$ cat src/logic/shader_front_pkg.sv
`default_nettype none

package shader_front_pkg;

	localparam int LINE_BITS = 5;
	localparam int WORD_BITS = 3;
	localparam int PC_BITS = 30;
	localparam int GROUP_BITS = 6;
	localparam int NUM_LINES = 1 << LINE_BITS;
	localparam int LINE_WORDS = 1 << WORD_BITS;
	localparam int TAG_BITS = PC_BITS - LINE_BITS - WORD_BITS;

	typedef logic [31:0] word_t;
	typedef logic [GROUP_BITS-1:0] group_id_t;
	typedef logic [LINE_BITS-1:0] line_num_t;
	typedef logic [TAG_BITS-1:0] tag_t;
	typedef logic [WORD_BITS-1:0] word_num_t;

	typedef struct packed {
		tag_t      tag;
		line_num_t line;
	} line_addr_t;

	typedef struct packed {
		line_addr_t line_addr;
		word_num_t  word_num;
	} pc_t;

	typedef enum logic [1:0] {
		INSN_FPINT,
		INSN_MEM,
		INSN_SFU,
		INSN_GROUP
	} insn_class_e;

	typedef enum logic [2:0] {
		FPINT_MOV,
		FPINT_FMUL,
		FPINT_IMUL,
		FPINT_FADD,
		FPINT_FMAX,
		FPINT_FMIN,
		FPINT_FCVT
	} fpint_opcode_e;

	typedef struct packed {
		insn_class_e   insn_class;
		fpint_opcode_e fpint_op;
		logic [26:0]   payload; // Operands, decoded further down the core.
	} insn_t;

	typedef struct packed {
		logic      valid;
		logic      retry;
		group_id_t group;
		insn_t     insn;
	} wave_t;

	typedef struct packed {
		logic valid;
		logic p1_mem;
		logic p2_sfu;
		logic p3_group;
	} dispatch_t;

	typedef struct packed {
		logic setup_mul_float;
		logic setup_unit_b;
		logic mnorm_put_hi;
		logic mnorm_put_lo;
		logic mnorm_put_mul;
		logic mnorm_zero_flags;
		logic mnorm_zero_b;
		logic minmax_abs;
		logic minmax_swap;
		logic minmax_zero_min;
		logic minmax_copy_flags;
		logic shiftr_int_signed;
		logic addsub_int_operand;
		logic addsub_copy_flags;
		logic clz_force_nop;
		logic shiftl_copy_flags;
		logic round_copy_flags;
		logic round_enable;
		logic encode_enable;
		logic writeback;
	} fpint_op_t;

	typedef struct packed {
		logic                   enable;
		line_num_t              line;
		tag_t                   tag;
		word_t [LINE_WORDS-1:0] data; // Word 0 is the first beat.
	} fill_t;

endpackage

`default_nettype wire

$ cat src/logic/fpint_decode.sv
`timescale 1ns/1ps
`default_nettype none

module fpint_decode (
	input  logic                        clk,
	input  shader_front_pkg::insn_t     insn,
	input  logic                        writeback,
	output shader_front_pkg::fpint_op_t op
);

	shader_front_pkg::fpint_op_t flags;

	always_comb begin
		// The mov row serves as the base; other opcodes override a few flags.
		flags.setup_mul_float = 1'b0;
		flags.setup_unit_b = 1'b1;
		flags.mnorm_put_hi = 1'b0;
		flags.mnorm_put_lo = 1'b1;
		flags.mnorm_put_mul = 1'b0;
		flags.mnorm_zero_flags = 1'b1;
		flags.mnorm_zero_b = 1'b1;
		flags.minmax_abs = 1'b1;
		flags.minmax_swap = 1'b0;
		flags.minmax_zero_min = 1'b0;
		flags.minmax_copy_flags = 1'b1;
		flags.shiftr_int_signed = 1'b0;
		flags.addsub_int_operand = 1'b0;
		flags.addsub_copy_flags = 1'b1;
		flags.clz_force_nop = 1'b1;
		flags.shiftl_copy_flags = 1'b1;
		flags.round_copy_flags = 1'b1;
		flags.round_enable = 1'b1;
		flags.encode_enable = 1'b1;
		flags.writeback = writeback;

		case (insn.fpint_op)
			shader_front_pkg::FPINT_FMUL: begin
				flags.setup_mul_float = 1'b1;
				flags.setup_unit_b = 1'b0;
				flags.mnorm_put_lo = 1'b0;
				flags.mnorm_put_mul = 1'b1;
				flags.mnorm_zero_flags = 1'b0;
			end
			shader_front_pkg::FPINT_IMUL: begin
				flags.setup_unit_b = 1'b0;
				flags.round_enable = 1'b0; // Integer result skips rounding and encoding.
				flags.encode_enable = 1'b0;
			end
			shader_front_pkg::FPINT_FADD: begin
				flags.mnorm_zero_flags = 1'b0;
				flags.mnorm_zero_b = 1'b0;
				flags.minmax_copy_flags = 1'b0;
				flags.addsub_copy_flags = 1'b0;
				flags.clz_force_nop = 1'b0;
				flags.shiftl_copy_flags = 1'b0;
				flags.round_copy_flags = 1'b0;
			end
			shader_front_pkg::FPINT_FMAX, shader_front_pkg::FPINT_FMIN: begin
				flags.mnorm_zero_flags = 1'b0;
				flags.mnorm_zero_b = 1'b0;
				flags.minmax_abs = 1'b0;
				flags.minmax_swap = insn.fpint_op == shader_front_pkg::FPINT_FMIN;
				flags.minmax_zero_min = 1'b1;
				flags.round_enable = 1'b0;
				flags.encode_enable = 1'b0;
			end
			shader_front_pkg::FPINT_FCVT: begin
				flags.minmax_copy_flags = 1'b0;
				flags.shiftr_int_signed = 1'b1;
				flags.addsub_int_operand = 1'b1;
				flags.clz_force_nop = 1'b0;
				flags.shiftl_copy_flags = 1'b0;
				flags.round_copy_flags = 1'b0;
			end
			default: ;
		endcase
	end

	always_ff @(posedge clk) begin
		op <= flags;
	end

endmodule

`default_nettype wire

$ cat config.mk
export PLATFORM = sky130hd
export DESIGN_NAME = fpint_decode
export DESIGN_NICKNAME = d
export VERILOG_FILES = /design/src/logic/shader_front_pkg.sv /design/src/logic/fpint_decode.sv
export SDC_FILE = /design/constraint.sdc
export NUM_CORES = 1
export LEC_CHECK = 0
export BUFFER_PORTS_ARGS = -buffer_cell sky130_fd_sc_hd__clkbuf_2
export CAP_MARGIN = 15
export CORE_ASPECT_RATIO = 0.9
export CORE_MARGIN = 2
export CORE_UTILIZATION = 30
export DETAILED_ROUTE_END_ITERATION = 7
export PLACE_DENSITY = 0.85
export RECOVER_POWER = 25
export SYNTH_ARGS = -nofsm -noshare
export SYNTH_HDL_FRONTEND = slang
export SYNTH_SLANG_ARGS = --single-unit
$ cat constraint.sdc
create_clock -name clk -period 0.9 [get_ports clk]
set_clock_uncertainty 0.2 [all_clocks]
set_input_delay 0.045 -clock clk [delete_from_list [all_inputs] [get_ports clk]]
set_output_delay 0.045 -clock clk [all_outputs]
set_load 0.005 [all_outputs]
==> metrics <==
Post-Route WL=705 um; placed insts=70; most frequent cell after synthesis=dfxtp_1; Die Ht=between 40 and 50 um; largest registers=op x13; Syn Std Cell Area=449 sq um; CP Data Required Time=0.65 ns; Tcrit/Tclk final=107%; remaining antenna violation count after routing=0; port bufs=23; CTS tree=built; Worst Path Max Fanout=4; failing checks=negative hold slack, negative setup slack; hold_sp=insn[28]; crit-path leading delay family=flip-flops; CP bufs+invs=1; total CTS buffers=3; Worst Setup Start Kind=flop; Starting Density=31.4%; Residual DRC=0; H-tree Lvls=1; Critical Path Sink Type=output pin; layout cells sized above 1=65.0%; Pwr Density=1870 nW/um^2; Root Buffer=clkbuf_4; P&R area growth vs syn=29.8%; Crit-path slowest cell=dfxtp_2; diode count=0; drt first pass iters=1; Hold WS=-0.125 ns; CTS Hold Bufs=1; crit-path cells=clkbuf_2; Ys Warns=0; CTS sink cnt=13; total vias in the final route=294; Yosys top cell area share=57.9%; gpl congestion=0.617; CP max stage delay=0.34 ns; max reg flops=13; global-route wire length before repair=972 um; Core Region=1430 sq um; Yosys reg bits=13; async set or reset register ratio after synthesis=0%; All-Layer GR Usage=~8.0%; EDFF count, synth=0; die area=about 1800 sq um; Most flops, register=op; Synth top cells by count=13 x dfxtp_1, 7 x buf_4, 2 x nand2b_1, 2 x nor2_1, 2 x nor2b_4; Post-CTS Setup Repair Bufs=0; Synth area leaders=dfxtp_1 58%, buf_4 12%, nor2b_4 6.1%, nand2b_1 2.8%, buf_6 2.5%; gr ovfl total=0; Post-Route Utilization=40.7%; Synth cell types=17; worst setup margin=-0.0626 ns; Hold Vio Cnt, Final=11; Hold Path Depth=2; P_leak=around 0.28 nW; Iteration-0 DRC Markers=0; Mapped Avg Cell Area=between 10 and 15 sq um; Die W=between 40 and 50 um; vias per inst=3.92; Synth area leader=dfxtp_1; antenna violations before repair=0; Tmin final=approximately 0.96 ns; outcome=complete, but fails checks; Worst Hold End=op[16]$_DFF_P_; CTS clk-pin slew, worst paths=0.07 ns; row count=13; io pins=54; HP Class=in2reg; Post-Syn Instances=38; vias in the first global route=231; CP arrival=0.72 ns; Mapped Nets=72; sequential element share of the synthesized area=just under 60%; fin cells=75; max cap viols=0; critical path class=reg2out; final net count=95; Max IR drop VDD=0.512 mV; number of buffers on the longest clock path=2; unrepaired setup endpoints after global routing=true; largest net degree at the start of global routing=8; Max Clock Freq=1040 MHz; Final Setup Violations=19; Pins Over Slew Limit=0; routed len/inst=9.40 um; Synth Flop Type=dfxtp_1
## cells by family after synthesis
logic type,share of synthesized area (%)
buffers and inverters,15.0
AO/OA/AOI/OAI,3.90
AND/OR/NAND/NOR,20.3
flip-flops,57.9
XOR/XNOR,1.95
other,0.835
## where the power goes
| part | switching (W) | total, W | internal [W] |
|---|---|---|---|
| logic | 0.0000560 | 0.000127 | 0.0000711 |
| registers | 0.0000110 | 0.000623 | 0.000612 |
| clock network | 0.000167 | 0.000339 | 0.000171 |
| total | 0.000234 | 0.00109 | 0.000854 |
## worst max path at each step
stage	slack, ns	startpoint	endpoint	depth (start not counted)
after detailed placement	0.04	insn[29]	op[15]$_DFF_P_	3
final	-0.06	op[5]$_DFF_P_	op[9]	1
after floorplan	0.18	op[5]$_DFF_P_	op[4]	1
after global routing	-0.10	op[5]$_DFF_P_	op[4]	1
after CTS	-0.08	op[5]$_DFF_P_	op[3]	1
after global placement	0.05	insn[29]	op[15]$_DFF_P_	3
## final cells by class
type,count,area [sq um]
fill,155,848
sequential,13,270
timing repair buffer,26,150
multi-input combinational,16,114
clock buffer,4,26.3
tap,15,18.8
inverter,1,3.75
## what timing repair did
item,CTS,global route
endpoints found under the setup margin,19,19
pin swaps,0,0
gates resized for setup,5,9
endpoints found under the hold margin,13,10
## cell usage in the layout (no fill, tap or decap)
master	n
clkbuf_2	16
dfxtp_2	8
dfxtp_1	5
clkbuf_4	3
clkbuf_1	3
buf_2	3
nand2b_1	2
nor2_1	2
buf_6	2
buf_4	2
and2b_4	1
nor2b_4	1
and3b_1	1
and2b_1	1
o21ai_2	1
nor2b_1	1
a21oi_2	1
xor2_1	1
nor3b_1	1
inv_2	1
and2_1	1
nand2_1	1
conb_1	1
dlygate4sd3_1	1
## per-stage QoR
stage | worst slack (ns) | area (sq um) | hold slack, ns | total power [W] | setup TNS [ns]
final | -0.0626 | 583 | -0.125 | 0.00109 | -0.679
after global routing | -0.100 | 583 | -0.106 | 0.00115 | -1.34
after CTS | -0.0785 | 577 | -0.170 | 0.00111 | -0.938
after detailed placement | 0.0424 | 534 | -0.0475 | 0.000757 | 0
after global placement | 0.0536 | 534 | -0.0508 | 0.000752 | 0
after floorplan | 0.180 | 449 | -0.127 | 0.000713 | 0
## metal layers
layer	vias to the layer above	share of wire, %	global-route usage [%]	wire length (um)
met3	0	8.4	0	59
li1	151	-	-	-
met4	0	0	11.0	0
met2	14	50	11.6	349
met1	129	42	9.81	296
met5	-	0	0	0
No activity file was read; power rests on OpenSTA's default activity.
