## config.mk

```make
export PLATFORM = sky130hd
export DESIGN_NAME = icache_refill
export DESIGN_NICKNAME = d
export VERILOG_FILES = /design/src/logic/shader_front_pkg.sv /design/src/logic/icache_refill.sv /design/src/logic/line_fifo.sv
export SDC_FILE = /design/constraint.sdc
export NUM_CORES = 1
export LEC_CHECK = 0
export BUFFER_PORTS_ARGS = -buffer_cell sky130_fd_sc_hd__buf_2
export CAP_MARGIN = 10
export CORE_UTILIZATION = 54
export CTS_CLUSTER_DIAMETER = 200
export DETAILED_ROUTE_END_ITERATION = 16
export PLACE_DENSITY_LB_ADDON = 0.25
export SKIP_CTS_REPAIR_TIMING = 1
export SLEW_MARGIN = 15
export SYNTH_ARGS = -nofsm -noshare
export SYNTH_HDL_FRONTEND = slang
export SYNTH_SLANG_ARGS = --single-unit
export TNS_END_PERCENT = 1
```

## constraint.sdc

```tcl
create_clock -name clk -period 10.8 [get_ports clk]
set_clock_uncertainty 0.2 [all_clocks]
set_input_delay 2.16 -clock clk [delete_from_list [all_inputs] [get_ports clk]]
set_output_delay 2.16 -clock clk [all_outputs]
set_load 0.05 [all_outputs]
```

## src/logic/shader_front_pkg.sv

```systemverilog
`default_nettype none

package shader_front_pkg;

	localparam int LINE_BITS = 5;
	localparam int WORD_BITS = 3;
	localparam int PC_BITS = 30;
	localparam int GROUP_BITS = 6;
	localparam int NUM_LINES = 1 << LINE_BITS;
	localparam int LINE_WORDS = 1 << WORD_BITS;
	localparam int TAG_BITS = PC_BITS - LINE_BITS - WORD_BITS;

	typedef logic [31:0] word_t;
	typedef logic [GROUP_BITS-1:0] group_id_t;
	typedef logic [LINE_BITS-1:0] line_num_t;
	typedef logic [TAG_BITS-1:0] tag_t;
	typedef logic [WORD_BITS-1:0] word_num_t;

	typedef struct packed {
		tag_t      tag;
		line_num_t line;
	} line_addr_t;

	typedef struct packed {
		line_addr_t line_addr;
		word_num_t  word_num;
	} pc_t;

	typedef enum logic [1:0] {
		INSN_FPINT,
		INSN_MEM,
		INSN_SFU,
		INSN_GROUP
	} insn_class_e;

	typedef enum logic [2:0] {
		FPINT_MOV,
		FPINT_FMUL,
		FPINT_IMUL,
		FPINT_FADD,
		FPINT_FMAX,
		FPINT_FMIN,
		FPINT_FCVT
	} fpint_opcode_e;

	typedef struct packed {
		insn_class_e   insn_class;
		fpint_opcode_e fpint_op;
		logic [26:0]   payload; // Operands, decoded further down the core.
	} insn_t;

	typedef struct packed {
		logic      valid;
		logic      retry;
		group_id_t group;
		insn_t     insn;
	} wave_t;

	typedef struct packed {
		logic valid;
		logic p1_mem;
		logic p2_sfu;
		logic p3_group;
	} dispatch_t;

	typedef struct packed {
		logic setup_mul_float;
		logic setup_unit_b;
		logic mnorm_put_hi;
		logic mnorm_put_lo;
		logic mnorm_put_mul;
		logic mnorm_zero_flags;
		logic mnorm_zero_b;
		logic minmax_abs;
		logic minmax_swap;
		logic minmax_zero_min;
		logic minmax_copy_flags;
		logic shiftr_int_signed;
		logic addsub_int_operand;
		logic addsub_copy_flags;
		logic clz_force_nop;
		logic shiftl_copy_flags;
		logic round_copy_flags;
		logic round_enable;
		logic encode_enable;
		logic writeback;
	} fpint_op_t;

	typedef struct packed {
		logic                   enable;
		line_num_t              line;
		tag_t                   tag;
		word_t [LINE_WORDS-1:0] data; // Word 0 is the first beat.
	} fill_t;

endpackage

`default_nettype wire

```

## src/logic/icache_refill.sv

```systemverilog
`timescale 1ns/1ps
`default_nettype none

module icache_refill #(
	parameter int PENDING_DEPTH = 8
) (
	input  logic                         clk,
	input  logic                         rst_n,
	input  logic                         miss,
	input  shader_front_pkg::line_addr_t miss_line,
	output logic                         mem_req_valid,
	input  logic                         mem_req_ready,
	output shader_front_pkg::line_addr_t mem_req_line,
	input  logic                         mem_beat_valid,
	input  shader_front_pkg::word_t      mem_beat_data,
	input  logic                         mem_beat_last,
	output logic                         mem_beat_ready,
	output logic                         req_accepted,
	output shader_front_pkg::fill_t      fill,
	output logic                         fill_done
);

	localparam int LINE_ADDR_BITS = $bits(shader_front_pkg::line_addr_t);
	localparam int LINE_WORDS = shader_front_pkg::LINE_WORDS;

	logic fifo_full;
	logic fifo_empty;
	logic beat_fire;
	logic line_end;
	logic fill_enable;
	logic [LINE_ADDR_BITS-1:0] pending_data;
	shader_front_pkg::line_addr_t pending_line;
	shader_front_pkg::line_addr_t fill_addr;
	shader_front_pkg::word_t [LINE_WORDS-1:0] line_buf;

	// A miss is taken only if the request slot frees up and the FIFO has room.
	assign req_accepted = miss & (~mem_req_valid | mem_req_ready) & ~fifo_full;
	assign mem_beat_ready = ~fifo_empty;
	assign beat_fire = mem_beat_valid & mem_beat_ready;
	assign line_end = beat_fire & mem_beat_last;
	assign pending_line = pending_data;

	always_comb begin
		fill.enable = fill_enable;
		fill.line = fill_addr.line;
		fill.tag = fill_addr.tag;
		fill.data = line_buf; // Holds still until the next line's first beat.
	end

	line_fifo #(
		.WIDTH(LINE_ADDR_BITS),
		.DEPTH(PENDING_DEPTH)
	) pending (
		.clk,
		.rst_n,
		.push(req_accepted),
		.push_data(miss_line),
		.full(fifo_full),
		.pop(line_end),
		.pop_data(pending_data),
		.empty(fifo_empty)
	);

	always_ff @(posedge clk or negedge rst_n) begin
		if (!rst_n) begin
			mem_req_valid <= 1'b0;
			fill_enable <= 1'b0;
			fill_done <= 1'b0;
		end else begin
			if (req_accepted)
				mem_req_valid <= 1'b1;
			else if (mem_req_ready)
				mem_req_valid <= 1'b0;
			fill_enable <= line_end;
			fill_done <= fill_enable;
		end
	end

	always_ff @(posedge clk) begin
		if (req_accepted)
			mem_req_line <= miss_line;
		if (beat_fire)
			line_buf <= {mem_beat_data, line_buf[LINE_WORDS-1:1]}; // Oldest ends in word 0.
		if (line_end)
			fill_addr <= pending_line;
	end

endmodule

`default_nettype wire

```

## src/logic/line_fifo.sv

```systemverilog
`timescale 1ns/1ps
`default_nettype none

module line_fifo #(
	parameter int WIDTH = 27,
	parameter int DEPTH = 8 // Must be a power of two.
) (
	input  logic             clk,
	input  logic             rst_n,
	input  logic             push,
	input  logic [WIDTH-1:0] push_data,
	output logic             full,
	input  logic             pop,
	output logic [WIDTH-1:0] pop_data,
	output logic             empty
);

	localparam int PTR_BITS = $clog2(DEPTH);

	logic [WIDTH-1:0] mem [DEPTH];
	logic [PTR_BITS:0] wr_ptr;
	logic [PTR_BITS:0] rd_ptr;

	// The extra pointer bit tells a full FIFO from an empty one.
	assign empty = wr_ptr == rd_ptr;
	assign full = (wr_ptr[PTR_BITS] != rd_ptr[PTR_BITS]) &&
		(wr_ptr[PTR_BITS-1:0] == rd_ptr[PTR_BITS-1:0]);
	assign pop_data = mem[rd_ptr[PTR_BITS-1:0]]; // Head is visible before the pop.

	always_ff @(posedge clk or negedge rst_n) begin
		if (!rst_n) begin
			wr_ptr <= '0;
			rd_ptr <= '0;
		end else begin
			if (push && !full)
				wr_ptr <= wr_ptr + 1'b1;
			if (pop && !empty)
				rd_ptr <= rd_ptr + 1'b1;
		end
	end

	always_ff @(posedge clk) begin
		if (push && !full)
			mem[wr_ptr[PTR_BITS-1:0]] <= push_data;
	end

endmodule

`default_nettype wire

```

==> impl_metrics.env <==
export IMPL_detailroute_via_count=8247
export IMPL_adder_cell_fraction_of_synth_area_pct=0.139
export IMPL_area_growth_pct=23.1
export IMPL_synth_xor_area_share_pct=0.437
export IMPL_p_seq_share_pct=43.7
export IMPL_critical_path_cell_chain="buf_2 > nand2b_1 > nand2_1 > or2_1 > inv_4 > buf_2"
export IMPL_timing_max_transition_violations_final=0
export IMPL_diodes=0
export IMPL_drt_total_wl_um=34800
export IMPL_final_min_period_over_clock_period_pct=55.8
export IMPL_layout_min_cycle_time_ns=6.03
export IMPL_transition_at_the_pin_with_the_smallest_max_transition_slack_ns=1.06
export IMPL_rows=66
export IMPL_detail_route_vias_per_cell=5.19
export IMPL_postSynth_topFlopCell="sky130_fd_sc_hd__edfxtp_1"
export IMPL_dpl_hpwl_um=21400
export IMPL_synth_compound_area_share_pct=0.118
export IMPL_syn_nets=750
export IMPL_cp_top_family="buffers and inverters"
export IMPL_buffer_ports_inserted=379
export IMPL_slowest_delay_ns=0.45
export IMPL_layout_cells_most_common_list="sky130_fd_sc_hd__edfxtp_1 (526), sky130_fd_sc_hd__buf_2 (379), sky130_fd_sc_hd__mux4_2 (54), sky130_fd_sc_hd__clkbuf_16 (54), sky130_fd_sc_hd__mux2_2 (29)"
export IMPL_synth_area_per_cell_um2=26.4
export IMPL_floorplan_io_pins=380
export IMPL_tritoncts_num_buffers=52
export IMPL_crit_path_dat_ns=3.67
export IMPL_synth_warning_count=0
export IMPL_cellInternalPower_mw=4.46
export IMPL_max_vdd_ir_drop_mv=0.196
export IMPL_clock_network_power_share_pct=25.4
export IMPL_layout_core_utilization_pct=67.9
export IMPL_cts_reportedPaths_clkPinSlew_ns=0.06
export IMPL_synth_edf_count=526
export IMPL_synthSimpleGateAreaFrac_pct=0.832
export IMPL_path_buf_inv=3
export IMPL_drcViolationCount=0
export IMPL_path_max_fanout=32
export IMPL_drt_iter0_drc=546
export IMPL_grt_first_pass_wirelength_um=49800
export IMPL_fmax_mhz=166
export IMPL_detail_route_first_pass_iterations=4
export IMPL_die_height_um=185
export IMPL_fp_dieArea_um2=34100
export IMPL_clk_latency_ns=0.58
export IMPL_ys_seq_elements=537
export IMPL_post_synth_num_cell_types=31
export IMPL_post_route_cells_drive_above_1_share_pct=48.6
export IMPL_main_combinational_cell_family_by_area_after_synthesis="multiplexers"
export IMPL_routed_wire_length_per_instance_um=21.9
export IMPL_grt_total_usage_pct=20.3
export IMPL_maxSlewHeadroom_pct=28.9
export IMPL_rsz0062_at_grt="no"
export IMPL_layout_cells_most_common="sky130_fd_sc_hd__edfxtp_1"
export IMPL_initial_core_util_pct=55.2
export IMPL_startpoint_type="input port"
export IMPL_postSynthCellCount=683
export IMPL_overall_power_after_layout_mw=7.00
export IMPL_htreeDepth=2
export IMPL_nets=1175
export IMPL_cts_tree="yes"
export IMPL_critPathCaptureType="output port"
export IMPL_total_leakage_power_nw=8.06
export IMPL_power_switching_share_pct=36.2
export IMPL_fin_setup_tns_ns=0
export IMPL_cp_slowest_cell="sky130_fd_sc_hd__inv_4"
export IMPL_drv_cap=0
export IMPL_comb_power_share_pct=31.0
export IMPL_gp_congestion=0.833
export IMPL_async_set_or_reset_flop_fraction_in_the_synthesized_netlist_pct=2.05
export IMPL_clockBufferDepth=3
export IMPL_die_w_um=185
export IMPL_critical_path_required_ns=8.44
export IMPL_timing_worst_setup_path_type="in -> out"
export IMPL_cts_sinks=537
export IMPL_sw_power_mw=2.54
export IMPL_grt_start_max_net_pins=179
export IMPL_hold_viol=0
export IMPL_layout_filler_cells=2115
export IMPL_power_density_cell_area_nw_per_um2=315
export IMPL_synth_seq_area_share_pct=89.1
export IMPL_run_status="complete, no violations"
export IMPL_antenna_violations_before_repair=0
export IMPL_vias_in_the_first_global_route=8198
export IMPL_synthMuxAreaShare_pct=8.69
export IMPL_synthesis_area_um2=18000
export IMPL_timing_hold_worst_class="reg -> reg"
export IMPL_setup_viol=0
export IMPL_core_area_um2=32700
export IMPL_antenna_left=0
export IMPL_globalRoute_totalOverflow=0
export IMPL_cts_root_buf="sky130_fd_sc_hd__clkbuf_16"
export IMPL_timing_critical_path_mode_cell="sky130_fd_sc_hd__buf_2"
-- final cells by class --
type                       instances  area [um^2]  area share (%)
clock inverter                    28          289            1.30
tap                              442          553            2.49
timing repair buffer             389         1980            8.94
multi-input combinational        124         1890            8.50
sequential                       537        16100            72.4
inverter                           4         17.5          0.0789
clock buffer                      64         1390            6.26
-- worst register-to-register path, stage by stage, from the launching register on --
cell	delay, ns
sky130_fd_sc_hd__dfrtp_1	0.57
sky130_fd_sc_hd__xor2_1	0.32
sky130_fd_sc_hd__nor3_1	0.15
sky130_fd_sc_hd__nand2_1	0.11
sky130_fd_sc_hd__and2_4	0.81
sky130_fd_sc_hd__buf_12	0.77
-- power groups by stage --
stage / sequential (mW) / clock, mW / combinational [mW]
finish: 3.06 / 1.78 / 2.17
global route: 3.11 / 1.89 / 2.26
CTS: 3.06 / 1.81 / 2.20
detailed placement: 3.10 / 0 / 2.19
global placement: 3.07 / 0 / 2.18
floorplan: 4.17 / 0 / 0.631
-- logic make-up (layout without fill, tap and decap cells) --
family	after synthesis	after routing
adders and majority gates	2	2
buffers and inverters	22	485
AOI/OAI and AO/OA	2	2
DFF	537	537
and+or+nand+nor	26	26
muxes	85	85
xor gates and xnor gates	9	9
-- flip-flops by register name (all words and copies together), names as in the netlist --
register and flops:
fill 283, mem_req_valid 1, pending.rd_ptr 4, fill_enable 1, fill_done 1, pending.wr_ptr 4, mem_req_line 27, pending.mem 216
-- synth_stat cells (all sizes together) (3+ instances only) --
cell / n / share of area, %
buf: 13 / 0.48
xnor2: 4 / 0.19
mux2: 30 / 1.9
xor2: 5 / 0.24
dfrtp: 11 / 1.5
edfxtp: 526 / 88
inv: 4 / 0.097
nor4: 5 / 0.21
mux4: 54 / 6.7
clkbuf: 5 / 0.10
nor3: 3 / 0.083
nand2: 6 / 0.12
-- metrics by stage --
step | std cells | area [um^2] | worst slack (ns) | hold WS (ns)
2_1_floorplan | 683 | 18000 | 2.01 | 0.155
3_5_place_dp | 1496 | 20500 | 4.76 | 0.168
4_1_cts | 1588 | 22200 | 4.74 | 0.181
6_report | 1588 | 22200 | 4.77 | 0.177
3_3_place_gp | 1496 | 20500 | 4.83 | 0.161
5_1_grt | 1588 | 22200 | 4.66 | 0.189
-- worst paths after layout --
path                                    from                 to  slack (ns)  cells after the start
max                            mem_req_ready       req_accepted        4.77                      6
min                              fill_enable          fill_done        0.18                      0
max reg2reg                pending.wr_ptr[1]           fill[22]        7.34                      5
min reg2reg                      fill_enable          fill_done        0.18                      0
max in group asynchronous              rst_n  pending.rd_ptr[0]        8.91                      1
min in group asynchronous              rst_n  pending.rd_ptr[3]        1.25                      1
-- per-layer routing --
layer / share of wire [%] / up-vias / GRT usage, %
met3: 7.4 / 54 / 5.91
met4: 2.5 / 0 / 7.07
met2: 50 / 299 / 33.1
met5: 0 / - / 0
li1: - / 3698 / -
met1: 40 / 4196 / 26.3
No activity file was read; power rests on OpenSTA's default activity.
