## config.mk

```make
export PLATFORM = sky130hd
export DESIGN_NAME = class_dispatch
export DESIGN_NICKNAME = d
export VERILOG_FILES = /design/src/logic/shader_front_pkg.sv /design/src/logic/class_dispatch.sv
export SDC_FILE = /design/constraint.sdc
export NUM_CORES = 1
export LEC_CHECK = 0
export ABC_AREA = 1
export ABC_CLOCK_PERIOD_IN_PS = 980
export BUFFER_PORTS_ARGS = -buffer_cell sky130_fd_sc_hd__buf_2
export CELL_PAD_IN_SITES_DETAIL_PLACEMENT = 0
export CELL_PAD_IN_SITES_GLOBAL_PLACEMENT = 2
export CORE_ASPECT_RATIO = 1.75
export CORE_MARGIN = 5
export CORE_UTILIZATION = 24
export DETAILED_ROUTE_END_ITERATION = 6
export PLACE_DENSITY = 0.91
export SLEW_MARGIN = 20
export SYNTH_ARGS = -nofsm -noshare
export SYNTH_HDL_FRONTEND = slang
export SYNTH_SLANG_ARGS = --single-unit
```

## constraint.sdc

```tcl
create_clock -name clk -period 0.98 [get_ports clk]
set_input_delay 0.049 -clock clk [delete_from_list [all_inputs] [get_ports clk]]
set_output_delay 0.049 -clock clk [all_outputs]
set_load 0.005 [all_outputs]
```

## src/logic/shader_front_pkg.sv

```systemverilog
`default_nettype none

package shader_front_pkg;

	localparam int LINE_BITS = 5;
	localparam int WORD_BITS = 3;
	localparam int PC_BITS = 30;
	localparam int GROUP_BITS = 6;
	localparam int NUM_LINES = 1 << LINE_BITS;
	localparam int LINE_WORDS = 1 << WORD_BITS;
	localparam int TAG_BITS = PC_BITS - LINE_BITS - WORD_BITS;

	typedef logic [31:0] word_t;
	typedef logic [GROUP_BITS-1:0] group_id_t;
	typedef logic [LINE_BITS-1:0] line_num_t;
	typedef logic [TAG_BITS-1:0] tag_t;
	typedef logic [WORD_BITS-1:0] word_num_t;

	typedef struct packed {
		tag_t      tag;
		line_num_t line;
	} line_addr_t;

	typedef struct packed {
		line_addr_t line_addr;
		word_num_t  word_num;
	} pc_t;

	typedef enum logic [1:0] {
		INSN_FPINT,
		INSN_MEM,
		INSN_SFU,
		INSN_GROUP
	} insn_class_e;

	typedef enum logic [2:0] {
		FPINT_MOV,
		FPINT_FMUL,
		FPINT_IMUL,
		FPINT_FADD,
		FPINT_FMAX,
		FPINT_FMIN,
		FPINT_FCVT
	} fpint_opcode_e;

	typedef struct packed {
		insn_class_e   insn_class;
		fpint_opcode_e fpint_op;
		logic [26:0]   payload; // Operands, decoded further down the core.
	} insn_t;

	typedef struct packed {
		logic      valid;
		logic      retry;
		group_id_t group;
		insn_t     insn;
	} wave_t;

	typedef struct packed {
		logic valid;
		logic p1_mem;
		logic p2_sfu;
		logic p3_group;
	} dispatch_t;

	typedef struct packed {
		logic setup_mul_float;
		logic setup_unit_b;
		logic mnorm_put_hi;
		logic mnorm_put_lo;
		logic mnorm_put_mul;
		logic mnorm_zero_flags;
		logic mnorm_zero_b;
		logic minmax_abs;
		logic minmax_swap;
		logic minmax_zero_min;
		logic minmax_copy_flags;
		logic shiftr_int_signed;
		logic addsub_int_operand;
		logic addsub_copy_flags;
		logic clz_force_nop;
		logic shiftl_copy_flags;
		logic round_copy_flags;
		logic round_enable;
		logic encode_enable;
		logic writeback;
	} fpint_op_t;

	typedef struct packed {
		logic                   enable;
		line_num_t              line;
		tag_t                   tag;
		word_t [LINE_WORDS-1:0] data; // Word 0 is the first beat.
	} fill_t;

endpackage

`default_nettype wire

```

## src/logic/class_dispatch.sv

```systemverilog
`timescale 1ns/1ps
`default_nettype none

module class_dispatch (
	input  logic                        clk,
	input  logic                        rst_n,
	input  shader_front_pkg::wave_t     wave,
	output shader_front_pkg::dispatch_t dispatch,
	output shader_front_pkg::group_id_t out_group,
	output shader_front_pkg::insn_t     held_insn,
	output logic                        writeback
);

	logic hold_valid;
	logic hold_retry;
	logic is_mem;
	logic is_sfu;
	logic is_group;
	logic port_ok;
	shader_front_pkg::group_id_t hold_group;

	assign port_ok = hold_valid & ~hold_retry;
	assign writeback = port_ok & ~(is_mem | is_sfu | is_group); // The fpint port has no strobe.

	always_ff @(posedge clk or negedge rst_n) begin
		if (!rst_n) begin
			hold_valid <= 1'b0;
			hold_retry <= 1'b0;
			is_mem <= 1'b0;
			is_sfu <= 1'b0;
			is_group <= 1'b0;
			dispatch <= '0;
		end else begin
			hold_valid <= wave.valid;
			hold_retry <= wave.retry;
			is_mem <= 1'b0;
			is_sfu <= 1'b0;
			is_group <= 1'b0;
			case (wave.insn.insn_class)
				shader_front_pkg::INSN_MEM:   is_mem <= 1'b1;
				shader_front_pkg::INSN_SFU:   is_sfu <= 1'b1;
				shader_front_pkg::INSN_GROUP: is_group <= 1'b1;
				default: ;
			endcase

			dispatch.valid <= hold_valid; // A retry still dispatches, with no port.
			dispatch.p1_mem <= port_ok & is_mem;
			dispatch.p2_sfu <= port_ok & is_sfu;
			dispatch.p3_group <= port_ok & is_group;
		end
	end

	always_ff @(posedge clk) begin
		hold_group <= wave.group;
		held_insn <= wave.insn;
		out_group <= hold_group;
	end

endmodule

`default_nettype wire

```

==> results.yml, run 1 <==
synthesis:
  synth_top_cell_area_share_pct: 75.1
  syn_nets: 112
  ys_async_sr_fraction_pct: 17.0
  yosys-top-cells-count: "44 x dfxtp_1, 9 x dfrtp_1, 7 x inv_1"
  synth.distinct_cells: 6
  synth_edf_count: 0
  synth_ff_type: "dfxtp_1"
  synth.most_common_cell: "dfxtp_1"
  synthTopCellsByArea: "dfxtp_1 75%, dfrtp_1 19%, inv_1 2.2%"
  yosysWarnings: 0
  ys_seq_area_share_pct: 94.3
  synthCells: 70
  synth-seq-cells: 53
  syn-cell-area_mm2: 0.00117
  yosys.area.top_type: "dfxtp_1"
  synth.avg_cell_area_um2: 16.7
clock_tree:
  cts.path.max_buffers: 2
  clkTransAtPathRegs_ps: 90
  cts_made_buffers: 5
  cts-root-buf: "clkbuf_8"
  clk-insertion-delay-late_ps: 290
  cts_sinks: 53
  htree_num_levels: 2
  cts_tree: "yes"
power_and_ir_drop:
  fin_total_pwr_mw: 3.77
  ir_drop_v: 0.000969
  p_leak_nw: 1.09
  power_density_mw_per_mm2: 1740
timing:
  setup_ws_ps: -78.1
  tightest_slew_ps: 196
  max_freq_mhz: 945
  clock_skew_ps: 5.11
  hold_viol: 0
  maxSlewViolCount: 0
  rsz0062_at_grt: "true"
  layout_worst_path_cycle_share_pct: 108
  slew_headroom_pct: 87.0
  fin_crit_ps: 1060
  setup_viol: 1
global_routing:
  grt_use_met2_pct: 16.9
  grt_pass1_wl_mm: 4.86
  grtUsageTotal_pct: 9.99
  grt_pass1_vias: 992
  top_usage_layer: "met2"
  met3_usage_pct: 3.52
  grt_overflow: 0
  grt_use_met1_pct: 11.4
  grt_max_degree: 17
  antenna_found_initial: 0
placement:
  io_buffer_count: 84
  placed_area_mm2: 0.00166
  routabilityCongestion: 0.678
  place_ws_ps: 219
  placed_cells: 206
layout:
  drive_gt1_share_pct: 46.1
  syn_to_final_growth_pct: 84.7
  final_util_pct: 46.0
  diodes: 0
  nNetsFinal: 245
  final_cell_area_mm2: 0.00217
  fin_cells: 256
worst_setup_path:
  r2r-start: "is_group"
  crit_path_max_incr_delay_ps: 380
  critical_path.top_delay_family: "flip-flops"
  path_cells: "nor2_1, nand2_1, nor2_2, buf_2"
  crit_slowest_cell: "dfrtp_1"
  critPathKind: "reg2out"
  cp_max_fo: 2
  worst-path-buf-inv: 1
  start_kind: "register"
  end_kind: "primary output"
  cp-startpoint: "is_mem"
  required_ps: 930
  worstPathArrival_ps: 1010
die:
  io_pins: 85
  die_x_um: 62.8
  dieArea_mm2: 0.00644
  initial_core_util_pct: 24.9
  fp.dieH_um: 102
  rows: 33
  core-area_mm2: 0.00471
route:
  via_per_inst: 3.59
  remaining_drc_errors: 0
  drt_wl_total_mm: 3.00
  drt-initial-drc-count: 13
  drtAntennaViolNets: 0
  vias: 920
  wl_per_cell_um: 11.7
  drt_first_pass_iters: 3
status:
  violations: "negative setup slack"
  status: "finished with violations"
flow_run:
  drv_cap: 0
worst_hold_path:
  hold_path.class: "in2async"
[logic make-up (layout without fill, tap and decap cells)]
family / after synthesis / count (layout) / share of synthesized area [%]
DFF: 53 / 53 / 94.3
and+or+nand+nor: 10 / 10 / 3.42
buffers and inverters: 7 / 141 / 2.24
[path summary, 6_finish.rpt]
path / depth (start not counted) / slack [ps] / end
setup / recovery: 4 / -80 / writeback
hold / removal: 2 / 130 / dispatch[2]
setup reg to reg: 3 / 280 / dispatch[0]
hold reg to reg: 0 / 330 / out_group[0]
max in group asynchronous: 2 / 680 / hold_valid
min in group clk: 0 / 330 / out_group[0]
[cell type report]
cell class | count | area (um2)
flip-flops and latches | 53 | 1110
fillers | 440 | 2540
repair buffers | 126 | 838
clock inverters | 2 | 15.0
well taps | 52 | 65.1
multi-input cells | 10 | 42.5
clock buffers | 6 | 72.6
inverters | 7 | 26.3
[registers in the layout (all words and copies together) (netlist names)]
name	cells
is_sfu	1
is_group	1
dispatch	4
hold_valid	1
is_mem	1
hold_retry	1
out_group	6
held_insn	32
hold_group	6
[per-layer routing]
metal  wire [um]  up-vias
met3         238        2
met5           0        -
met2        1530       53
met1        1210      396
li1            -      469
met4          19        0
[power by group]
group	leakage (nW)	internal (mW)	switching (mW)	total, mW
Sequential	0.486	2.27	0.0247	2.29
Clock	0.0374	0.503	0.634	1.14
Combinational	0.564	0.229	0.114	0.343
[per-stage QoR]
| stage | setup TNS, ps | hold WS (ps) |
|---|---|---|
| after floorplan | 0 | -247 |
| after global placement | 0 | -99.5 |
| final | -78.1 | 128 |
| after global routing | -165 | 135 |
| after detailed placement | 0 | -94.0 |
| after CTS | -99.1 | 106 |
[repair_timing]
item | in CTS | in global routing
pin swaps | 1 | 0
buffers inserted | 1 | 0
endpoints found under the setup margin | 1 | 1
resized for setup | 1 | 0
endpoints found under the hold margin | 52 | 0
gates cloned | 0 | 0
hold buffers | 41 | 0
[layout by cell type, fill, tap and decap left out, drive strengths merged]
cell type     n
buf          85
dfxtp        44
dlygate4sd3  41
dfrtp         9
inv           7
nor2          7
clkbuf        6
nand2         3
clkinvlp      2
Note: power is estimated with default switching activity, not from simulation.
==> run 2: changes to the inputs <==
==> constraint.sdc (replaced) <==
create_clock -name clk -period 0.98 [get_ports clk]
set_input_delay 0.098 -clock clk [delete_from_list [all_inputs] [get_ports clk]]
set_output_delay 0.098 -clock clk [all_outputs]
set_load 0.005 [all_outputs]
==> run 2 against run 1 <==
The run still ends with negative setup slack left. Non-clock buffer count is the same. Combinational power is essentially flat. Critical path type unchanged. Flip-flop and latch count is the same. Via count grew 4.2%. First-iteration DRC count grew 15%. Highest routed layer unchanged. Clock power is essentially flat. Clock-buffer cell count is the same. Total power grew 0.38%.
==> results.yml, run 2 (synthesis results as in run 1) <==
worst_setup_path:
  worst-path-buf-inv: 1
  path_cells: "nor2_1, nand2_1, nor2_2, buf_2"
  cp_max_fo: 2
  start_kind: "register"
  end_kind: "primary output"
  required_ps: 880
  crit_slowest_cell: "dfrtp_1"
  crit_path_max_incr_delay_ps: 380
  critical_path.top_delay_family: "flip-flops"
  critPathKind: "reg2out"
  worstPathArrival_ps: 1010
clock_tree:
  clk-insertion-delay-late_ps: 290
  htree_num_levels: 2
  clkTransAtPathRegs_ps: 90
  cts.path.max_buffers: 2
  cts_tree: "yes"
  cts_made_buffers: 5
  cts_sinks: 53
  cts-root-buf: "clkbuf_8"
global_routing:
  grt_overflow: 0
  grt_use_met2_pct: 18.1
  grt_pass1_wl_mm: 4.82
  grt_pass1_vias: 1044
  grt_max_degree: 17
  top_usage_layer: "met2"
  grtUsageTotal_pct: 10.1
  antenna_found_initial: 0
  met3_usage_pct: 3.96
  grt_use_met1_pct: 10.0
die:
  initial_core_util_pct: 24.9
  fp.dieH_um: 102
  io_pins: 85
  core-area_mm2: 0.00471
  rows: 33
  die_x_um: 62.8
  dieArea_mm2: 0.00644
timing:
  clock_skew_ps: 4.61
  tightest_slew_ps: 196
  max_freq_mhz: 899
  rsz0062_at_grt: "true"
  layout_worst_path_cycle_share_pct: 114
  setup_ws_ps: -133
  slew_headroom_pct: 86.9
  fin_crit_ps: 1110
  maxSlewViolCount: 0
  fin_setup_tns_ps: -133
  hold_viol: 0
  setup_viol: 1
layout:
  layout_commonest_cell: "buf_2"
  nNetsFinal: 245
  top_register: "held_insn"
  final_cell_mix: "84 x buf_2, 44 x dfxtp_1, 41 x dlygate4sd3_1, 9 x dfrtp_1, 7 x inv_1"
  top_regs: "held_insn: 32 flops, hold_group: 6 flops, out_group: 6 flops"
  final_util_pct: 46.0
  syn_to_final_growth_pct: 84.7
  diodes: 0
  drive_gt1_share_pct: 46.1
  largest_register_ffs: 32
route:
  drt_first_pass_iters: 4
  wl_per_cell_um: 12.1
  drt-initial-drc-count: 15
  remaining_drc_errors: 0
  vias: 959
  drt_wl_total_mm: 3.09
  via_per_inst: 3.75
  drtAntennaViolNets: 0
placement:
  io_buffer_count: 84
  routabilityCongestion: 0.671
  hpwlAfterDp_mm: 2.27
power_and_ir_drop:
  ir_drop_v: 0.00109
  power_density_mw_per_mm2: 1750
  p_leak_nw: 1.09
flow_run:
  drv_cap: 0
status:
  violations: "negative setup slack"
  status: "finished with violations"
worst_hold_path:
  hold_path.class: "in2async"
run 2: cell counts in the layout (fill, tap and decap cells not counted):
Identical to the previous run, type by type.
run 2: area by class of cell:
type / count / area [um2]
clock buffers: 6 / 72.6
clock inverters: 2 / 15.0
fillers: 456 / 2540
inverters: 7 / 26.3
multi-input cells: 10 / 42.5
flip-flops and latches: 53 / 1110
well taps: 52 / 65.1
repair buffers: 126 / 838
run 2: power breakdown:
group,leakage [nW],internal [mW],switching (mW)
clock network,0.0374,0.503,0.647
logic,0.564,0.229,0.114
registers,0.486,2.27,0.0257
run 2: per-stage QoR:
step	instances	area [um2]	setup slack [ps]	total power [mW]	hold slack [ps]
finish	256	2170	-133	3.79	171
global route	256	2170	-220	3.96	180
CTS	255	2160	-153	3.86	159
detailed placement	206	1660	182	2.56	-47.7
global placement	206	1660	180	2.55	-49.4
floorplan	70	1170	298	2.38	-198
run 2: timing repair:
action	in CTS	in global routing
hold endpoints to repair	51	0
setup endpoints to repair	1	1
resized for setup	1	0
buffers inserted	0	1
hold buffers	41	0
pin swaps	0	0
run 2: worst paths after layout:
check / depth (start not counted) / from / slack (ps) / to
max: 4 / is_group / -130 / writeback
min: 2 / rst_n / 170 / dispatch[2]
max reg2reg: 3 / is_mem / 290 / dispatch[2]
min reg2reg: 0 / hold_group[0] / 330 / out_group[0]
max in group asynchronous: 2 / rst_n / 640 / dispatch[3]
min in group clk: 0 / hold_group[0] / 330 / out_group[0]
run 2: layer usage:
layer	share of wire [%]	vias up	wire length, um
met4	2.6	0	79
met3	7.6	7	235
met5	0	-	0
li1	-	469	-
met1	38	428	1170
met2	52	55	1610
==> run 3: changes to the inputs <==
--- a/config.mk
+++ b/config.mk
@@ -9,12 +9,12 @@
 export ABC_CLOCK_PERIOD_IN_PS = 980
 export BUFFER_PORTS_ARGS = -buffer_cell sky130_fd_sc_hd__buf_2
 export CELL_PAD_IN_SITES_DETAIL_PLACEMENT = 0
-export CELL_PAD_IN_SITES_GLOBAL_PLACEMENT = 2
+export CELL_PAD_IN_SITES_GLOBAL_PLACEMENT = 1
 export CORE_ASPECT_RATIO = 1.75
 export CORE_MARGIN = 5
-export CORE_UTILIZATION = 24
+export CORE_UTILIZATION = 31
 export DETAILED_ROUTE_END_ITERATION = 6
-export PLACE_DENSITY = 0.91
+export PLACE_DENSITY = 0.93
 export SLEW_MARGIN = 20
 export SYNTH_ARGS = -nofsm -noshare
 export SYNTH_HDL_FRONTEND = slang
==> run 3 against run 2 <==
The run still ends with negative setup slack left. Setup slack worse by 13 ps. Combinational power down 1%. Largest cell class unchanged. Global-route usage up 1.9 points. Flip-flop and latch count unchanged. Critical endpoint unchanged. Maximum frequency down 1.2%.
==> results.yml, run 3 (synthesis results as in run 1) <==
layout:
  layout_commonest_cell: "buf_2"
  top_regs: "held_insn: 32 flops, hold_group: 6 flops, out_group: 6 flops"
  top_register: "held_insn"
  drive_gt1_share_pct: 46.6
  largest_register_ffs: 32
  seqCellArea_mm2: 0.00111
  multi_input_area_um2: 42.5
  diodes: 0
  syn_to_final_growth_pct: 87.6
  fin_cells: 250
  nNetsFinal: 245
  fill_cells: 310
  final_cell_mix: "84 x buf_2, 44 x dfxtp_1, 41 x dlygate4sd3_1, 9 x dfrtp_1, 7 x inv_1"
global_routing:
  grt_overflow: 0
  grt_use_met1_pct: 10.2
  met3_usage_pct: 4.96
  grt_pass1_vias: 1060
  grt_max_degree: 17
  grtUsageTotal_pct: 12.0
  grt_use_met2_pct: 23.3
  top_usage_layer: "met2"
  grt_pass1_wl_mm: 4.74
  antenna_found_initial: 0
worst_setup_path:
  crit_slowest_cell: "dfrtp_1"
  critical_path.top_delay_family: "flip-flops"
  worstPathArrival_ps: 1030
  critPathKind: "reg2out"
  cp_max_fo: 2
  end_kind: "primary output"
  rrSetupSlack_ps: 270
  start_kind: "register"
  path_cells: "nor2_1, nand2_1, nor2_2, buf_2"
  required_ps: 880
  worst-path-buf-inv: 1
  crit_path_max_incr_delay_ps: 390
clock_tree:
  cts_sinks: 53
  cts_tree: "yes"
  cts-root-buf: "clkbuf_8"
  htree_num_levels: 2
  clkTransAtPathRegs_ps: 90
  clk-insertion-delay-late_ps: 290
  cts.path.max_buffers: 2
  cts_made_buffers: 5
timing:
  slew_headroom_pct: 86.4
  rsz0062_at_grt: "true"
  fin_setup_tns_ps: -146
  max_freq_mhz: 888
  fin_crit_ps: 1130
  setup_viol: 1
  maxSlewViolCount: 0
  hold_slack_ps: 192
  layout_worst_path_cycle_share_pct: 115
  tightest_slew_ps: 203
  setup_ws_ps: -146
  clock_skew_ps: 3.43
  hold_viol: 0
route:
  remaining_drc_errors: 0
  drt_first_pass_iters: 3
  drt-initial-drc-count: 7
  vias: 955
  via_per_inst: 3.82
  wl_per_cell_um: 11.9
  drt_wl_total_mm: 2.98
  drtAntennaViolNets: 0
flow_run:
  drv_cap: 0
power_and_ir_drop:
  sequentialPowerShare_pct: 54.9
  sw_frac_of_total_pct: 18.5
  clock_power_share_pct: 37.0
  switching_power_mw: 0.774
  p_int_mw: 3.41
  p_leak_nw: 1.12
  ir_drop_v: 0.00146
  power_frac_comb_pct: 8.1
  power_density_mw_per_mm2: 1900
die:
  rows: 29
  dieArea_mm2: 0.00516
  core-area_mm2: 0.00363
  die_x_um: 56.5
  io_pins: 85
  fp.dieH_um: 91.4
  initial_core_util_pct: 32.3
placement:
  hpwlAfterDp_mm: 2.05
  placed_cells: 200
  io_buffer_count: 84
  routabilityCongestion: 0.708
status:
  violations: "negative setup slack"
  status: "finished with violations"
worst_hold_path:
  hold_path.class: "in2async"
run 3: cell types whose count changed in the layout (fill, tap and decap cells not counted), sizes merged:
cell and change:
clkinvlp -2, bufinv +1, clkinv +1
run 3: power by group through the flow:
| stage | Sequential (mW) | Clock, mW | Combinational, mW |
|---|---|---|---|
| after detailed placement | 2.35 | 0 | 0.212 |
| after floorplan | 2.36 | 0 | 0.0162 |
| after CTS | 2.30 | 1.59 | 0.344 |
| final | 2.30 | 1.55 | 0.339 |
| after global placement | 2.34 | 0 | 0.204 |
| after global routing | 2.31 | 1.69 | 0.373 |
run 3: final timing paths:
check                      cells past startpoint           from           end
max                                            4       is_group     writeback
min                                            2          rst_n    hold_valid
max reg2reg                                    3         is_mem   dispatch[2]
min reg2reg                                    0  hold_group[0]  out_group[0]
max in group asynchronous                      2          rst_n   dispatch[0]
min in group clk                               0  hold_group[0]  out_group[0]
run 3: timing repair:
action	CTS	global route
gates resized for setup	1	0
pin swaps	1	1
hold buffers	41	0
setup endpoints to repair	1	1
hold endpoints to repair	51	0
buffers inserted	1	0
run 3: layout make-up:
type                    instances  area share (%)
well taps                      46            2.62
repair buffers                126            38.1
inverters                       7            1.19
flip-flops and latches         53            50.3
multi-input cells              10            1.93
clock buffers                   6            4.27
clock inverters                 2            1.59
run 3: routing by layer:
metal  routed length, um  up-vias  share of wire, %
met1                 884      435                30
met2                1810       45                60
met4                  34        0               1.1
met5                   0        -                 0
met3                 259        4               8.7
li1                    -      471                 -
run 3: through the flow:
stage / instance area [um2] / power (mW) / worst slack (ps) / utilization [%]
6_report: 2200 / 4.18 / -146 / 60.6
5_1_grt: 2200 / 4.37 / -204 / 60.6
4_1_cts: 2200 / 4.23 / -146 / 60.6
3_5_place_dp: 1650 / 2.56 / 175 / 45.5
3_3_place_gp: 1650 / 2.54 / 181 / 45.5
2_1_floorplan: 1170 / 2.38 / 298 / -
